===== src/lz_config.svh =====
`ifndef LZ_CONFIG_SVH
`define LZ_CONFIG_SVH

// ---------------------------------------------------------------------
// compressor geometry
// ---------------------------------------------------------------------

// width of one stream byte
`define LZ_BYTE_W     8

// bytes of already coded history, distance fits in 4 bits
`define LZ_WIN_DEPTH  15

// bytes ahead of the coding position, also the longest match
`define LZ_AHD_DEPTH  15

// shortest copy worth a pair, anything below goes out as literal
`define LZ_LEN_MIN    3

// ---------------------------------------------------------------------
// stream control
// ---------------------------------------------------------------------

// width of the stream length given at start
`define LZ_CNT_W      16

`endif

===== src/lz_pkg.sv =====
`include "lz_config.svh"

package lz_pkg;

  // derived sizes
  localparam int LZ_ALL_DEPTH = `LZ_WIN_DEPTH + `LZ_AHD_DEPTH;
  localparam int LZ_LEN_W     = $clog2(`LZ_AHD_DEPTH + 1);
  localparam int LZ_DST_W     = $clog2(`LZ_WIN_DEPTH + 1);

  typedef logic [`LZ_BYTE_W-1:0] lz_byte_t;
  typedef logic [LZ_LEN_W-1:0]   lz_len_t;
  typedef logic [LZ_DST_W-1:0]   lz_dst_t;
  typedef logic [`LZ_CNT_W-1:0]  lz_cnt_t;

  // one byte entering the store, vld low for padding
  typedef struct packed {
    logic     vld;
    lz_byte_t dat;
  } lz_shf_t;

  // slot 0 is the oldest window byte, slot WIN is the next byte to code
  typedef struct packed {
    lz_byte_t [LZ_ALL_DEPTH-1:0] dat;
    logic     [LZ_ALL_DEPTH-1:0] vld;
  } lz_store_t;

  typedef struct packed {
    logic     is_lit;
    lz_len_t  len;
    lz_dst_t  dst;
    lz_byte_t lit_dat;
  } lz_res_t;

  typedef struct packed {
    lz_len_t len;
    lz_dst_t dst;
  } lz_pair_t;

  // token word, meaning selected by the literal flag
  typedef union packed {
    lz_byte_t lit;
    lz_pair_t pair;
  } lz_payload_u;

  typedef struct packed {
    logic        is_lit;
    logic        last;
    lz_payload_u pld;
  } lz_token_t;

endpackage


===== src/lz77_top.sv =====
module lz77_top
  import lz_pkg::*;
(
  input  logic      clk,
  input  logic      rstn,
  // stream control
  input  logic      start_i,
  input  lz_cnt_t   cfg_len_i,
  // byte source
  output logic      rd_o,
  input  lz_byte_t  src_dat_i,
  // token output
  output logic      tok_val_o,
  output lz_token_t tok_o,
  output logic      done_o
);

  logic      fill_req;
  lz_len_t   fill_cnt;
  logic      fill_done;
  logic      shf_val;
  lz_shf_t   shf;
  lz_store_t store;
  logic      srch_go;
  logic      res_val;
  lz_res_t   res;

  // ---------------------------------------------------------------------
  // fetch, window, match, control
  // ---------------------------------------------------------------------
  lz_fetch u_lz_fetch (
    .clk         (clk),
    .rstn        (rstn),
    .start_i     (start_i),
    .cfg_len_i   (cfg_len_i),
    .fill_req_i  (fill_req),
    .fill_cnt_i  (fill_cnt),
    .rd_o        (rd_o),
    .src_dat_i   (src_dat_i),
    .shf_val_o   (shf_val),
    .shf_o       (shf),
    .fill_done_o (fill_done)
  );

  lz_window u_lz_window (
    .clk       (clk),
    .rstn      (rstn),
    .start_i   (start_i),
    .shf_val_i (shf_val),
    .shf_i     (shf),
    .store_o   (store)
  );

  lz_match u_lz_match (
    .clk       (clk),
    .rstn      (rstn),
    .srch_go_i (srch_go),
    .store_i   (store),
    .res_val_o (res_val),
    .res_o     (res)
  );

  lz_ctrl u_lz_ctrl (
    .clk         (clk),
    .rstn        (rstn),
    .start_i     (start_i),
    .cfg_len_i   (cfg_len_i),
    .fill_done_i (fill_done),
    .fill_req_o  (fill_req),
    .fill_cnt_o  (fill_cnt),
    .srch_go_o   (srch_go),
    .res_val_i   (res_val),
    .res_i       (res),
    .tok_val_o   (tok_val_o),
    .tok_o       (tok_o),
    .done_o      (done_o)
  );

endmodule


===== src/lz_ctrl.sv =====
`include "lz_config.svh"

module lz_ctrl
  import lz_pkg::*;
(
  input  logic      clk,
  input  logic      rstn,
  input  logic      start_i,
  input  lz_cnt_t   cfg_len_i,
  input  logic      fill_done_i,
  output logic      fill_req_o,
  output lz_len_t   fill_cnt_o,
  output logic      srch_go_o,
  input  logic      res_val_i,
  input  lz_res_t   res_i,
  output logic      tok_val_o,
  output lz_token_t tok_o,
  output logic      done_o
);

  // one-hot states
  localparam logic [2:0] IDLE = 3'b001;
  localparam logic [2:0] FILL = 3'b010;
  localparam logic [2:0] SRCH = 3'b100;

  logic [2:0] state_r;
  lz_cnt_t    cfg_r;
  lz_cnt_t    emit_cnt_r;
  logic       fill_req_r;
  lz_len_t    fill_cnt_r;
  logic       srch_go_r;
  logic       tok_val_r;
  logic       done_r;
  lz_token_t  tok_r;

  lz_cnt_t    emit_nx;
  logic       last;
  lz_token_t  tok_nx;

  // ---------------------------------------------------------------------
  // token build
  // ---------------------------------------------------------------------
  assign emit_nx = emit_cnt_r + lz_cnt_t'(res_i.len);
  assign last    = (emit_nx == cfg_r);

  always_comb begin
    tok_nx.is_lit = res_i.is_lit;
    tok_nx.last   = last;
    if (res_i.is_lit) begin
      tok_nx.pld.lit = res_i.lit_dat;
    end else begin
      tok_nx.pld.pair.len = res_i.len;
      tok_nx.pld.pair.dst = res_i.dst;
    end
  end

  // ---------------------------------------------------------------------
  // idle, fill and search loop
  // ---------------------------------------------------------------------
  always_ff @(posedge clk or negedge rstn) begin
    if (!rstn) begin
      state_r    <= IDLE;
      cfg_r      <= '0;
      emit_cnt_r <= '0;
      fill_req_r <= 1'b0;
      fill_cnt_r <= '0;
      srch_go_r  <= 1'b0;
      tok_val_r  <= 1'b0;
      done_r     <= 1'b0;
    end else begin
      fill_req_r <= 1'b0;
      srch_go_r  <= 1'b0;
      tok_val_r  <= 1'b0;
      done_r     <= 1'b0;
      case (state_r)
        IDLE: begin
          if (start_i) begin
            cfg_r      <= cfg_len_i;
            emit_cnt_r <= '0;
            // prime the whole lookahead
            fill_req_r <= 1'b1;
            fill_cnt_r <= lz_len_t'(`LZ_AHD_DEPTH);
            state_r    <= FILL;
          end
        end
        FILL: begin
          if (fill_done_i) begin
            srch_go_r <= 1'b1;
            state_r   <= SRCH;
          end
        end
        SRCH: begin
          if (res_val_i) begin
            tok_val_r  <= 1'b1;
            emit_cnt_r <= emit_nx;
            if (last) begin
              done_r  <= 1'b1;
              state_r <= IDLE;
            end else begin
              // slide by the bytes just coded
              fill_req_r <= 1'b1;
              fill_cnt_r <= res_i.len;
              state_r    <= FILL;
            end
          end
        end
        default: begin
          state_r <= IDLE;
        end
      endcase
    end
  end

  always_ff @(posedge clk) begin
    if (res_val_i) begin
      tok_r <= tok_nx;
    end
  end

  assign fill_req_o = fill_req_r;
  assign fill_cnt_o = fill_cnt_r;
  assign srch_go_o  = srch_go_r;
  assign tok_val_o  = tok_val_r;
  assign tok_o      = tok_r;
  assign done_o     = done_r;

endmodule


===== src/lz_match.sv =====
`include "lz_config.svh"

module lz_match
  import lz_pkg::*;
(
  input  logic      clk,
  input  logic      rstn,
  input  logic      srch_go_i,
  input  lz_store_t store_i,
  output logic      res_val_o,
  output lz_res_t   res_o
);

  localparam int WIN = `LZ_WIN_DEPTH;
  localparam int AHD = `LZ_AHD_DEPTH;

  // search state, bit d-1 of the vector stands for distance d
  logic           busy_r;
  lz_len_t        step_r;
  logic [WIN-1:0] mvec_r;
  lz_len_t        best_len_r;
  lz_dst_t        best_dst_r;
  lz_res_t        res_r;
  logic           res_val_r;

  logic           active;
  lz_len_t        step_cur;
  logic [WIN-1:0] mvec_cur;
  logic [WIN-1:0] mvec_nx;
  logic           next_vld;
  logic           hit;
  logic           stop;
  lz_len_t        best_len_nx;
  lz_dst_t        best_dst_nx;
  lz_res_t        res_nx;

  // lowest set bit wins, so ties go to the nearest copy
  function automatic lz_dst_t prio_dst(input logic [WIN-1:0] vec);
    lz_dst_t dst;
    dst = '0;
    for (int i = WIN - 1; i >= 0; i--) begin
      if (vec[i]) begin
        dst = lz_dst_t'(i + 1);
      end
    end
    return dst;
  endfunction

  // ---------------------------------------------------------------------
  // one lookahead byte per cycle, first compare in the go cycle
  // ---------------------------------------------------------------------
  assign active   = srch_go_i || busy_r;
  assign step_cur = srch_go_i ? '0 : step_r;
  assign mvec_cur = srch_go_i ? '1 : mvec_r;

  always_comb begin
    int ahd;
    int src;
    ahd = WIN + int'(step_cur);
    for (int d = 1; d <= WIN; d++) begin
      src = ahd - d;
      // a copy may not run past its own distance
      mvec_nx[d-1] = mvec_cur[d-1] && store_i.vld[ahd] && (int'(step_cur) < d) &&
                     store_i.vld[src] && (store_i.dat[src] == store_i.dat[ahd]);
    end
    next_vld = (int'(step_cur) < AHD - 1) ? store_i.vld[ahd+1] : 1'b0;
  end

  assign hit  = |mvec_nx;
  assign stop = !hit || !next_vld;

  assign best_len_nx = hit ? step_cur + 1'b1 : (srch_go_i ? '0 : best_len_r);
  assign best_dst_nx = hit ? prio_dst(mvec_nx) : (srch_go_i ? '0 : best_dst_r);

  // short copies fall back to a literal of the next byte
  always_comb begin
    res_nx.is_lit  = (best_len_nx < `LZ_LEN_MIN);
    res_nx.len     = res_nx.is_lit ? lz_len_t'(1) : best_len_nx;
    res_nx.dst     = res_nx.is_lit ? '0 : best_dst_nx;
    res_nx.lit_dat = store_i.dat[WIN];
  end

  // ---------------------------------------------------------------------
  // registers
  // ---------------------------------------------------------------------
  always_ff @(posedge clk or negedge rstn) begin
    if (!rstn) begin
      busy_r    <= 1'b0;
      step_r    <= '0;
      mvec_r    <= '0;
      res_val_r <= 1'b0;
    end else begin
      res_val_r <= active && stop;
      if (active) begin
        busy_r <= !stop;
        step_r <= step_cur + 1'b1;
        mvec_r <= mvec_nx;
      end
    end
  end

  always_ff @(posedge clk) begin
    if (active) begin
      best_len_r <= best_len_nx;
      best_dst_r <= best_dst_nx;
    end
    if (active && stop) begin
      res_r <= res_nx;
    end
  end

  assign res_val_o = res_val_r;
  assign res_o     = res_r;

endmodule


===== src/lz_window.sv =====
module lz_window
  import lz_pkg::*;
(
  input  logic      clk,
  input  logic      rstn,
  input  logic      start_i,
  input  logic      shf_val_i,
  input  lz_shf_t   shf_i,
  output lz_store_t store_o
);

  // layout, oldest first
  //   slot 0           oldest window byte, distance WIN
  //   slot WIN-1       newest window byte, distance 1
  //   slot WIN         first lookahead byte
  //   slot ALL-1       newest fetched byte
  lz_byte_t [LZ_ALL_DEPTH-1:0] dat_r;
  logic     [LZ_ALL_DEPTH-1:0] vld_r;

  // ---------------------------------------------------------------------
  // valid bits
  // ---------------------------------------------------------------------

  // cleared at start so a new stream never sees old history
  always_ff @(posedge clk or negedge rstn) begin
    if (!rstn) begin
      vld_r <= '0;
    end else if (start_i) begin
      vld_r <= '0;
    end else if (shf_val_i) begin
      vld_r <= {shf_i.vld, vld_r[LZ_ALL_DEPTH-1:1]};
    end
  end

  // ---------------------------------------------------------------------
  // byte store
  // ---------------------------------------------------------------------

  // new byte enters at the top, slot 0 falls out
  always_ff @(posedge clk) begin
    if (shf_val_i) begin
      dat_r <= {shf_i.dat, dat_r[LZ_ALL_DEPTH-1:1]};
    end
  end

  // whole store goes to the search as a level
  always_comb begin
    store_o.dat = dat_r;
    store_o.vld = vld_r;
  end

endmodule


===== src/lz_fetch.sv =====
module lz_fetch
  import lz_pkg::*;
(
  input  logic     clk,
  input  logic     rstn,
  input  logic     start_i,
  input  lz_cnt_t  cfg_len_i,
  input  logic     fill_req_i,
  input  lz_len_t  fill_cnt_i,
  output logic     rd_o,
  input  lz_byte_t src_dat_i,
  output logic     shf_val_o,
  output lz_shf_t  shf_o,
  output logic     fill_done_o
);

  // bytes of the stream not yet read
  lz_cnt_t rem_r;
  // shifts left in the running fill
  lz_len_t step_r;
  logic    issue;

  // one cycle behind issue, lines up with src_dat_i
  logic    pend_r;
  logic    pend_rd_r;
  logic    pend_last_r;

  // ---------------------------------------------------------------------
  // issue one shift per cycle, real read only while bytes remain
  // ---------------------------------------------------------------------
  assign issue = (step_r != '0);
  assign rd_o  = issue && (rem_r != '0);

  always_ff @(posedge clk or negedge rstn) begin
    if (!rstn) begin
      rem_r       <= '0;
      step_r      <= '0;
      pend_r      <= 1'b0;
      pend_rd_r   <= 1'b0;
      pend_last_r <= 1'b0;
    end else begin
      if (start_i) begin
        rem_r <= cfg_len_i;
      end else if (rd_o) begin
        rem_r <= rem_r - 1'b1;
      end
      if (fill_req_i) begin
        step_r <= fill_cnt_i;
      end else if (issue) begin
        step_r <= step_r - 1'b1;
      end
      pend_r      <= issue;
      pend_rd_r   <= rd_o;
      pend_last_r <= issue && (step_r == lz_len_t'(1));
    end
  end

  // ---------------------------------------------------------------------
  // shift out, padding past the end of the stream
  // ---------------------------------------------------------------------
  always_comb begin
    shf_o.vld = pend_rd_r;
    shf_o.dat = pend_rd_r ? src_dat_i : '0;
  end

  assign shf_val_o   = pend_r;
  assign fill_done_o = pend_r && pend_last_r;

endmodule


===== config.mk =====
export PLATFORM = sky130hd
export DESIGN_NAME = lz77_top
export DESIGN_NICKNAME = d
export VERILOG_FILES = /design/src/lz_pkg.sv /design/src/lz77_top.sv /design/src/lz_ctrl.sv /design/src/lz_match.sv /design/src/lz_window.sv /design/src/lz_fetch.sv
export VERILOG_INCLUDE_DIRS = /design/src
export SDC_FILE = /design/constraint.sdc
export NUM_CORES = 1
export LEC_CHECK = 0
export BUFFER_PORTS_ARGS = -buffer_cell sky130_fd_sc_hd__buf_2
export CORE_ASPECT_RATIO = 1.2
export CORE_MARGIN = 2
export CORE_UTILIZATION = 55
export CTS_CLUSTER_DIAMETER = 30
export DETAILED_ROUTE_END_ITERATION = 8
export PLACE_DENSITY = 0.74
export SETUP_SLACK_MARGIN = 0.15
export SLEW_MARGIN = 40
export SYNTH_ARGS = -nofsm -noshare
export SYNTH_HDL_FRONTEND = slang
export SYNTH_SLANG_ARGS = --single-unit

===== constraint.sdc =====
create_clock -name clk -period 8.4 [get_ports clk]
set_input_delay 1.68 -clock clk [delete_from_list [all_inputs] [get_ports clk]]
set_output_delay 1.68 -clock clk [all_outputs]
set_load 0.005 [all_outputs]

Word-level counts from Yosys, hierarchy flattened
Index checks and enable logic that the tools add are counted.

Output and inout bits: 13. Register bits after elaboration: 392.

Muxes and demuxes: 151. Reductions and logical operators: 80. Add/sub/neg operators: 21. Magnitude comparators: 33. Eq/ne operators: 24.

Operator list (count): 8-bit binary-select mux with 5-bit select (16); 32-bit by 7-bit less-than comparator with 1-bit output, second input constant (17); 8-bit two-way mux (33); 32-bit by 5-bit subtractor with 32-bit output, second input constant (8); 32-bit by 4-bit subtractor with 32-bit output, second input constant (4); 8-bit equality test (15); 4-bit two-way mux (25); 1-bit binary-select mux with 5-bit select (17); 1-bit logical AND (64); 16-bit two-way mux (4); 32-bit by 3-bit subtractor with 32-bit output, second input constant (2); 30-bit two-way mux (2); 1-bit two-way mux (45); 32-bit by 2-bit adder with 32-bit output, second input constant (1); 4-bit less-than comparator, second input constant (8); 16-bit case mux with 2 select lines (1); 32-bit by 2-bit subtractor with 32-bit output, second input constant (1); 16-bit by 4-bit adder with 16-bit output (1); 16-bit equality test (1); 4-bit by 3-bit less-than comparator with 1-bit output, second input constant (4); 16-bit nonzero test (1); 16-bit by 1-bit subtractor with 16-bit output, second input constant (1); 15-bit two-way mux (1); 15-bit OR reduction (1); other kinds (22) (36).

Depth between registers and ports, before layout
Gate-level depths: netlist of the first run.

Word-level depth: 25. Gate-level depth with buffers: 27.

Hierarchy
From an unflattened synthesis of the first run, not the netlist that was laid out.

Cells, all modules: 2676. Area, all modules: 31157.4 sq um.

Modules (own cells, without submodules): lz_match (instances 1, cells an instance 1893, area an instance 18351.4 sq um); lz_window (instances 1, cells an instance 337, area an instance 8453.1 sq um); lz_ctrl (instances 1, cells an instance 274, area an instance 2869.0 sq um); lz_fetch (instances 1, cells an instance 172, area an instance 1483.9 sq um).

Worst setup path before layout of the first run
OpenSTA, ideal clock, no wires.

Kind: register to register. Start point: register u_lz_match.step_r[1]. End point: register u_lz_match.res_r (netlist bit u_lz_match.res_o[0]) (enable). Library setup time: 392 ps. Data required time: 8008 ps. Buffers on the path: 10. Period minus slack after synthesis: 6668 ps. Data arrival time: 6276 ps. Path slack: 1732 ps. Stages on the path, launching flop included: 26. Cell sequence: dfrtp_1 buf_4 nor2b_1 clkbuf_1 inv_2 buf_1 buf_2 buf_2 ha_1 inv_1 buf_2 buf_2 buf_1 buf_1 mux2i_1 o21ai_0 o311ai_0 o21ai_0 xnor2_1 and4_1 a2111oi_0 and4_1 nor2b_1 buf_6 a211oi_1 nor2_1.

Word-level cells in the longest chain between the ends: 13. Elaborated cells on any way between the ends: 213. Those cells by class: 17 x add/sub; 15 x order compare; 15 x eq/ne; 101 x mux; 65 x reduce/logical.

Ends and longest elaborated chain: from (decl) (line lz_match.sv:19) `lz_len_t step_r;`; from (signal assigned) (line lz_match.sv:96) `step_r <= step_cur + 1'b1;`; 4-bit two-way mux (*) (line lz_match.sv:53) `assign step_cur = srch_go_i ? '0 : step_r;`; branches (longest 10 deep; another with 32-bit by 2-bit subtractor with 32-bit output); 1-bit logical OR (*) (line lz_match.sv:70) `assign stop = !hit || !next_vld;`; 1-bit logical AND (*) (line lz_match.sv:107) `if (active && stop) begin`; to (signal assigned) (line lz_match.sv:108) `res_r <= res_nx;`; to (decl) (line lz_match.sv:23) `lz_res_t res_r;`.

Mark *: on every way between the ends. The select of a mux whose other input is x is not followed. A chain may end at the register's enable or synchronous reset.

Worst setup path after layout of the first run
Start point: register u_lz_ctrl.srch_go_r (netlist: u_lz_ctrl.srch_go_o). End point: register u_lz_match.res_r (netlist bit u_lz_match.res_o[2]) (enable).

Word-level cells in the longest chain between the ends: 13. Elaborated cells on any way between the ends: 215. Those cells by class: 17 x add/sub; 15 x order compare; 15 x eq/ne; 102 x mux; 66 x reduce/logical.

Ends and longest elaborated chain: from (decl) (line lz_ctrl.sv:31) `logic srch_go_r;`; from (signal assigned) (line lz_ctrl.sv:67) `srch_go_r <= 1'b0;`; from (signal assigned) (line lz_ctrl.sv:72) `srch_go_r <= 1'b0;`; from (signal assigned) (line lz_ctrl.sv:88) `srch_go_r <= 1'b1;`; branches (longest 12 deep; another with 32-bit by 2-bit subtractor with 32-bit output); 1-bit logical AND (*) (line lz_match.sv:107).

Marked as above.

==> results.yml, run 1 <==
status:
  status: "finished clean"
clocking:
  clk_pin_slew_ns: 0.05
  clk_latency_ns: 0.63
  cts_setup_buffers: 0
  post_cts_resized: 0
  clockBufferDepth: 3
  cts.sink_count: 392
  cts_buffers: 77
  cts_root_buf: "clkbuf_16"
  cts_tree: "done"
  cts_hold_buffers: 0
  htreeDepth: 3
sta:
  setup_viol: 0
  slew_violations: 0
  relSlewSlack_pct: 33.1
  post-route-period-util_pct: 83.6
  fmax_mhz: 142
  tightest_slew_ns: 1.00
  report.final.hold_viol_count: 0
  fin_skew_ns: 0.0347
  rsz0062_at_grt: "false"
  period_needed_ns: 7.02
  setup_tns_ns: 0
worst_setup_path:
  crit_arrival_ns: 7.32
  rr_startpoint: "u_lz_ctrl.srch_go_o"
  path_cells: "nor2b_4, inv_4, ha_4, buf_4, nand2_1, xnor2_2, buf_4, mux4_2, xnor2_1, nand4_1, nor4_2, nor2_1, and4_1, nor2b_1, buf_4, a211oi_1, nor2_4"
  cp-end-kind: "flop"
  cp.required_ns: 8.70
  critPathSlowestCell: "dfrtp_2"
  path_buf_inv: 4
  cp_max_fo: 40
  cp_common_cell: "buf_4"
  crit_family: "simple AND/OR/NAND/NOR gates"
  crit_start: "u_lz_ctrl.srch_go_o"
  cp-start-kind: "flop"
  slowest_delay_ns: 0.76
  crit_type: "flop to flop"
routing:
  via_per_inst: 7.18
  first_pass_iters: 7
  drt_wl_total_um: 105000
  num_vias: 23796
  drt_iter0_drc: 2782
  avgRoutedWirePerCell_um: 31.8
  drc_errors: 0
  ant_nets: 0
yosys:
  synth-main-ff-cell: "edfxtp_1"
  synth_top_family_by_area: "multiplexers"
  ys_ff_latch: 392
  synth_area_um2: 29800
  avgSynthCellArea_um2: 11.8
  synthXorXnorAreaFrac_pct: 5.19
  synth-compound-area-share_pct: 9.05
  synthTopCellsByArea: "edfxtp_1 (28%), mux2i_1 (19%), mux4_2 (14%)"
  syn_nets: 2571
  async_reset_ff_share_pct: 29.8
  yosys_warnings: 0
  synthMuxAreaShare_pct: 34.8
  synth_top_area_cell: "edfxtp_1"
  synth-adder-area-share_pct: 0.654
  ys_types: 87
  ys_seq_area_share_pct: 37.5
  synth_edf_count: 275
  netlist_instances: 2529
  synth-simple-area-share_pct: 8.98
  yosysTopAreaCellShare_pct: 27.7
grt:
  grt_pass1_wl_um: 154000
  overflow: 0
  antenna_found_initial: 5
  grt_pass1_vias: 23260
  track_usage_pct: 37.5
  grt_max_degree: 151
die:
  fp.dieW_um: 217
  initial_core_util_pct: 55.6
  die-area_um2: 56100
  io_pins: 40
  core_um2: 53600
  dieHeight_um: 259
  num_rows: 93
finish:
  layout-drive-gt1-share_pct: 21.3
  num-fill-cells: 4181
  regArea_um2: 11200
  multi_input_area_um2: 17700
  area_delta_synth_final_pct: 12.7
  fin_nets: 2582
place:
  dp_hpwl_um: 76300
  globalplace.congestion: 1.03
  io_buffers: 39
job:
  drv_cap: 0
min_path:
  hold_class: "flop to flop"
  hold_start: "u_lz_window.store_o[219]"
==> worst register-to-register path, stage by stage (launching register included) <==
cell,delay [ns]
dfrtp_2,0.76
nor2b_4,0.11
inv_4,0.50
ha_4,0.56
buf_4,0.49
nand2_1,0.21
xnor2_2,0.36
buf_4,0.43
mux4_2,0.65
xnor2_1,0.41
nand4_1,0.27
nor4_2,0.59
nor2_1,0.16
and4_1,0.22
nor2b_1,0.14
buf_4,0.17
a211oi_1,0.47
nor2_4,0.20
==> worst paths after layout <==
check | end | slack (ns) | cells after the start
min in group asynchronous | u_lz_fetch.step_r[3] | 1.06 | 1
worst min register to register | u_lz_window.store_o[211] | 0.47 | 0
worst max-delay path | u_lz_match.res_o[2] | 1.38 | 17
worst max register to register | u_lz_match.res_o[2] | 1.38 | 17
worst min-delay path | u_lz_window.store_o[211] | 0.47 | 0
max in group asynchronous | u_lz_match.mvec_r[10] | 6.16 | 2
==> cell type report <==
type | count | area share, %
inverters | 24 | 0.312
diodes | 2 | 0.0149
clock buffers | 85 | 6.03
clock inverters | 56 | 1.58
well taps | 712 | 2.65
multi-input cells | 1902 | 52.7
repair buffers | 143 | 3.38
flip-flops and latches | 392 | 33.3
==> layout by cell type (no fill, tap or decap), types with 79 or more instances in the layout <==
cell type	instances
edfxtp_1	275
xnor2_1	102
a21oi_1	85
clkbuf_16	79
mux4_2	189
dfrtp_1	113
o21ai_0	81
nor2_1	105
nand2_1	135
mux2i_1	553
buf_4	92
==> cell usage after synthesis, drive strengths merged, types with 5 or more instances <==
cell,number
o221ai,7
a221oi,13
inv,20
a22oi,16
clkbuf,92
nor2b,15
o31ai,9
edfxtp,275
nor3,60
nand4,31
mux2,34
or3,11
and3b,20
o22ai,15
mux4,197
and2,17
a21oi,85
a31oi,29
buf,119
o21a,7
or4,6
nor2,111
nand2b,9
a22o,9
ha,14
a211oi,56
a221o,5
a2bb2oi,11
o22a,5
and3,14
nand2,137
mux2i,553
dfrtp,116
nand3,44
nor4,42
xnor2,111
o21ai,83
xor2,65
==> per-stage QoR <==
stage	setup slack, ns	instance area (µm²)	utilization (%)	std cells	hold slack [ns]
floorplan	1.73	29800	-	2529	0.441
global placement	1.29	30900	57.6	3170	0.456
detailed placement	1.70	31000	57.7	3170	0.458
CTS	1.67	33500	62.5	3311	0.470
global route	1.18	33600	62.7	3314	0.484
finish	1.38	33600	62.7	3316	0.472
==> routing by layer <==
metal | up-vias | share of wire [%] | track usage (%)
met3 | 434 | 8.9 | 7.69
li1 | 9993 | - | -
met4 | 4 | 7.1 | 23.2
met5 | - | 0.029 | 0
met2 | 1444 | 47 | 60.6
met1 | 11921 | 37 | 46.4
==> registers in the layout (all words and copies together) (netlist names), 3 cells and up <==
name / count
u_lz_match.step_r: 4
u_lz_match.best_len_r: 4
u_lz_ctrl.tok_o: 10
u_lz_match.res_o: 17
u_lz_match.mvec_r: 15
u_lz_match.best_dst_r: 4
u_lz_fetch.step_r: 4
u_lz_ctrl.emit_cnt_r: 16
u_lz_ctrl.cfg_r: 16
u_lz_fetch.rem_r: 16
u_lz_window.vld_r: 30
u_lz_ctrl.state_r: 3
u_lz_ctrl.fill_cnt_o: 4
u_lz_window.store_o: 240
==> cells by family (layout without fill, tap and decap cells) <==
family	Yosys count	after routing
muxes	784	784
and+or+nand+nor	531	531
AOI/OAI and AO/OA	396	396
DFF	392	392
buffers and inverters	235	308
xor gates and xnor gates	176	176
adders and majority gates	15	15
other	0	2
Power of run 1 is not shown: default switching activity piles up to over one toggle a cycle in this logic, so the estimate is an artifact.
==> run 2, diff against run 1 <==
--- a/config.mk
+++ b/config.mk
@@ -6,13 +6,14 @@
 export SDC_FILE = /design/constraint.sdc
 export NUM_CORES = 1
 export LEC_CHECK = 0
+export ABC_AREA = 1
 export BUFFER_PORTS_ARGS = -buffer_cell sky130_fd_sc_hd__buf_2
 export CORE_ASPECT_RATIO = 1.2
 export CORE_MARGIN = 2
 export CORE_UTILIZATION = 55
 export CTS_CLUSTER_DIAMETER = 30
 export DETAILED_ROUTE_END_ITERATION = 8
-export PLACE_DENSITY = 0.74
+export PLACE_DENSITY = 0.77
 export SETUP_SLACK_MARGIN = 0.15
 export SLEW_MARGIN = 40
 export SYNTH_ARGS = -nofsm -noshare
==> constraint.sdc (replaced) <==
create_clock -name clk -period 5.87 [get_ports clk]
set_input_delay 1.174 -clock clk [delete_from_list [all_inputs] [get_ports clk]]
set_output_delay 1.174 -clock clk [all_outputs]
set_load 0.005 [all_outputs]
==> run 2 against run 1 <==
Clock-buffer cell count is 1 lower. Register-to-register slack worse by 1.1 ns. Cell area is 3.2% higher. Non-clock buffer count is 9 lower. Highest routed layer unchanged.
==> results.yml, run 2 <==
status:
  status: "finished clean"
yosys:
  async_reset_ff_share_pct: 29.8
  synthTopCellsByArea: "edfxtp_1 (27%), nand2_1 (22%), dfrtp_1 (9.3%)"
  synth_top_area_cell: "edfxtp_1"
  ys_seq_area_share_pct: 35.9
  yosysMostFrequentCell: "nand2_1"
  netlist_instances: 4733
  synth_area_um2: 31100
  avgSynthCellArea_um2: 6.58
  ys_top_cells_by_count: "nand2_1 (1,846), nand3_1 (575), o21ai_0 (542)"
  ys_ff_latch: 392
  yosysTopAreaCellShare_pct: 26.5
  yosys_warnings: 0
  synth-main-ff-cell: "edfxtp_1"
  synth_edf_count: 275
  syn_nets: 4775
  ys_types: 64
sta:
  fin_skew_ns: 0.0270
  fmax_mhz: 179
  relSlewSlack_pct: 33.9
  setup_viol: 0
  setup_tns_ns: 0
  slew_violations: 0
  report.final.hold_viol_count: 0
  period_needed_ns: 5.57
  rsz0062_at_grt: "false"
  post-route-period-util_pct: 95.0
  tightest_slew_ns: 0.981
grt:
  antenna_found_initial: 5
  overflow: 0
  grt_pass1_wl_um: 186000
  grt_pass1_vias: 30503
  grt_max_degree: 160
  track_usage_pct: 42.4
min_path:
  hold_class: "flop to flop"
die:
  core_um2: 56000
  fp.dieW_um: 221
  dieHeight_um: 265
  die-area_um2: 58500
  io_pins: 40
  initial_core_util_pct: 55.6
  num_rows: 95
clocking:
  cts_tree: "done"
  clk_pin_slew_ns: 0.05
  cts.sink_count: 392
  cts_setup_buffers: 0
  cts_root_buf: "clkbuf_16"
  htreeDepth: 3
  clockBufferDepth: 3
  cts_buffers: 77
  cts_hold_buffers: 0
  clk_latency_ns: 0.64
routing:
  ant_nets: 0
  drt_iter0_drc: 4325
  drc_errors: 0
  first_pass_iters: 6
  via_per_inst: 6.16
  drt_wl_total_um: 127000
  num_vias: 33643
  avgRoutedWirePerCell_um: 23.3
finish:
  mostFrequentLayoutCell: "nand2_1"
  num-fill-cells: 5032
  area_delta_synth_final_pct: 11.6
  fin_nets: 4707
  stdcell_area_um2: 34700
  layout-drive-gt1-share_pct: 7.51
  final_cell_mix: "nand2_1 (1,840), nand3_1 (575), o21ai_0 (539)"
  largest_register_ffs: 240
worst_setup_path:
  cp-end-kind: "flop"
  cp_max_fo: 38
  cp-start-kind: "flop"
  reg2reg_slack_ns: 0.30
  crit_arrival_ns: 5.94
  cp.required_ns: 6.23
  crit_type: "flop to flop"
job:
  drv_cap: 0
place:
  placed_cell_area_um2: 31900
  io_buffers: 39
  globalplace.congestion: 1.10
  dp_hpwl_um: 94500
## run 2: changes by cell type after synthesis, sizes merged, moves of 66 or more
cell	before	now
buf	119	185
inv	20	305
mux2i	553	6
mux4	197	0
nand2	137	1859
nand3	44	580
nor2	111	233
o21ai	83	588
xnor2	111	22
## run 2: cells by family (layout without fill, tap and decap cells)
group                      Yosys count  after routing  synth area share, %
xor gates and xnor gates           105            105                 3.10
other                                0              4                    0
muxes                               21             21                0.736
DFF                                392            392                 35.9
AOI/OAI and AO/OA                  815            815                 14.2
adders and majority gates           15             15                0.627
buffers and inverters              592            589                 7.92
and+or+nand+nor                   2793           2793                 37.5
## run 2: per-stage QoR
stage | instances | worst slack (ns) | utilization, % | hold slack [ns]
after floorplan | 4733 | 0.638 | - | 0.424
after global placement | 5313 | 0.122 | 57.0 | 0.430
after detailed placement | 5313 | 0.164 | 57.0 | 0.433
after CTS | 5457 | 0.335 | 62.0 | 0.445
after global routing | 5457 | 0.168 | 62.0 | 0.461
final | 5461 | 0.296 | 62.0 | 0.439
## run 2: layout make-up
class / instances / area [µm²] / share of cell area (%)
antenna: 4 / 10.0 / 0.0288
clock buffer: 84 / 2000 / 5.75
clock inverter: 60 / 798 / 2.30
inverter: 311 / 1170 / 3.38
multi-input combinational: 3749 / 17600 / 50.6
sequential: 392 / 11200 / 32.2
tap: 727 / 910 / 2.62
timing repair buffer: 134 / 1080 / 3.11
## run 2: metal layers
layer	vias up	track usage, %	part of all wire, %
li1	15608	-	-
met3	487	8.76	11
met4	2	25.6	7.1
met5	-	0	0.0079
met1	15519	53.7	38
met2	2027	66.8	44
## run 2: worst max-delay path: stages (launching register included)
cell and delay (ns):
dfrtp_1 0.36, buf_4 0.34, nor2_4 0.11, ha_4 0.50
buf_4 0.39, nand3_1 0.29, nand2_2 0.20, buf_4 0.41
nand2_1 0.10, o21ai_1 0.24, o21ai_0 0.16, o22ai_1 0.36
nor3b_2 0.47, nand4_1 0.15, nor2_1 0.26, nor2_1 0.07
nand2_1 0.15, nor2_4 0.10, nand2_4 0.11, nand2_1 0.07
nand2_1 0.12, nand2_1 0.07, nand2_2 0.11, nand3_1 0.08
## run 2: repair_timing
item / in CTS / in global routing
setup endpoints to repair: 4 / 25
resized for setup: 1 / 2
cloned: 0 / 0
## run 2: final timing paths
| kind | start | end | depth (start not counted) |
|---|---|---|---|
| worst max-delay path | u_lz_ctrl.srch_go_o | u_lz_match.res_o[12] | 23 |
| worst min-delay path | u_lz_window.store_o[195] | u_lz_window.store_o[187] | 0 |
| worst max register to register | u_lz_ctrl.srch_go_o | u_lz_match.res_o[12] | 23 |
| worst min register to register | u_lz_window.store_o[195] | u_lz_window.store_o[187] | 0 |
| max in group asynchronous | rstn | u_lz_match.step_r[0] | 2 |
| min in group asynchronous | rstn | u_lz_fetch.rem_r[13] | 1 |
Power of run 2 is left out for the same reason.
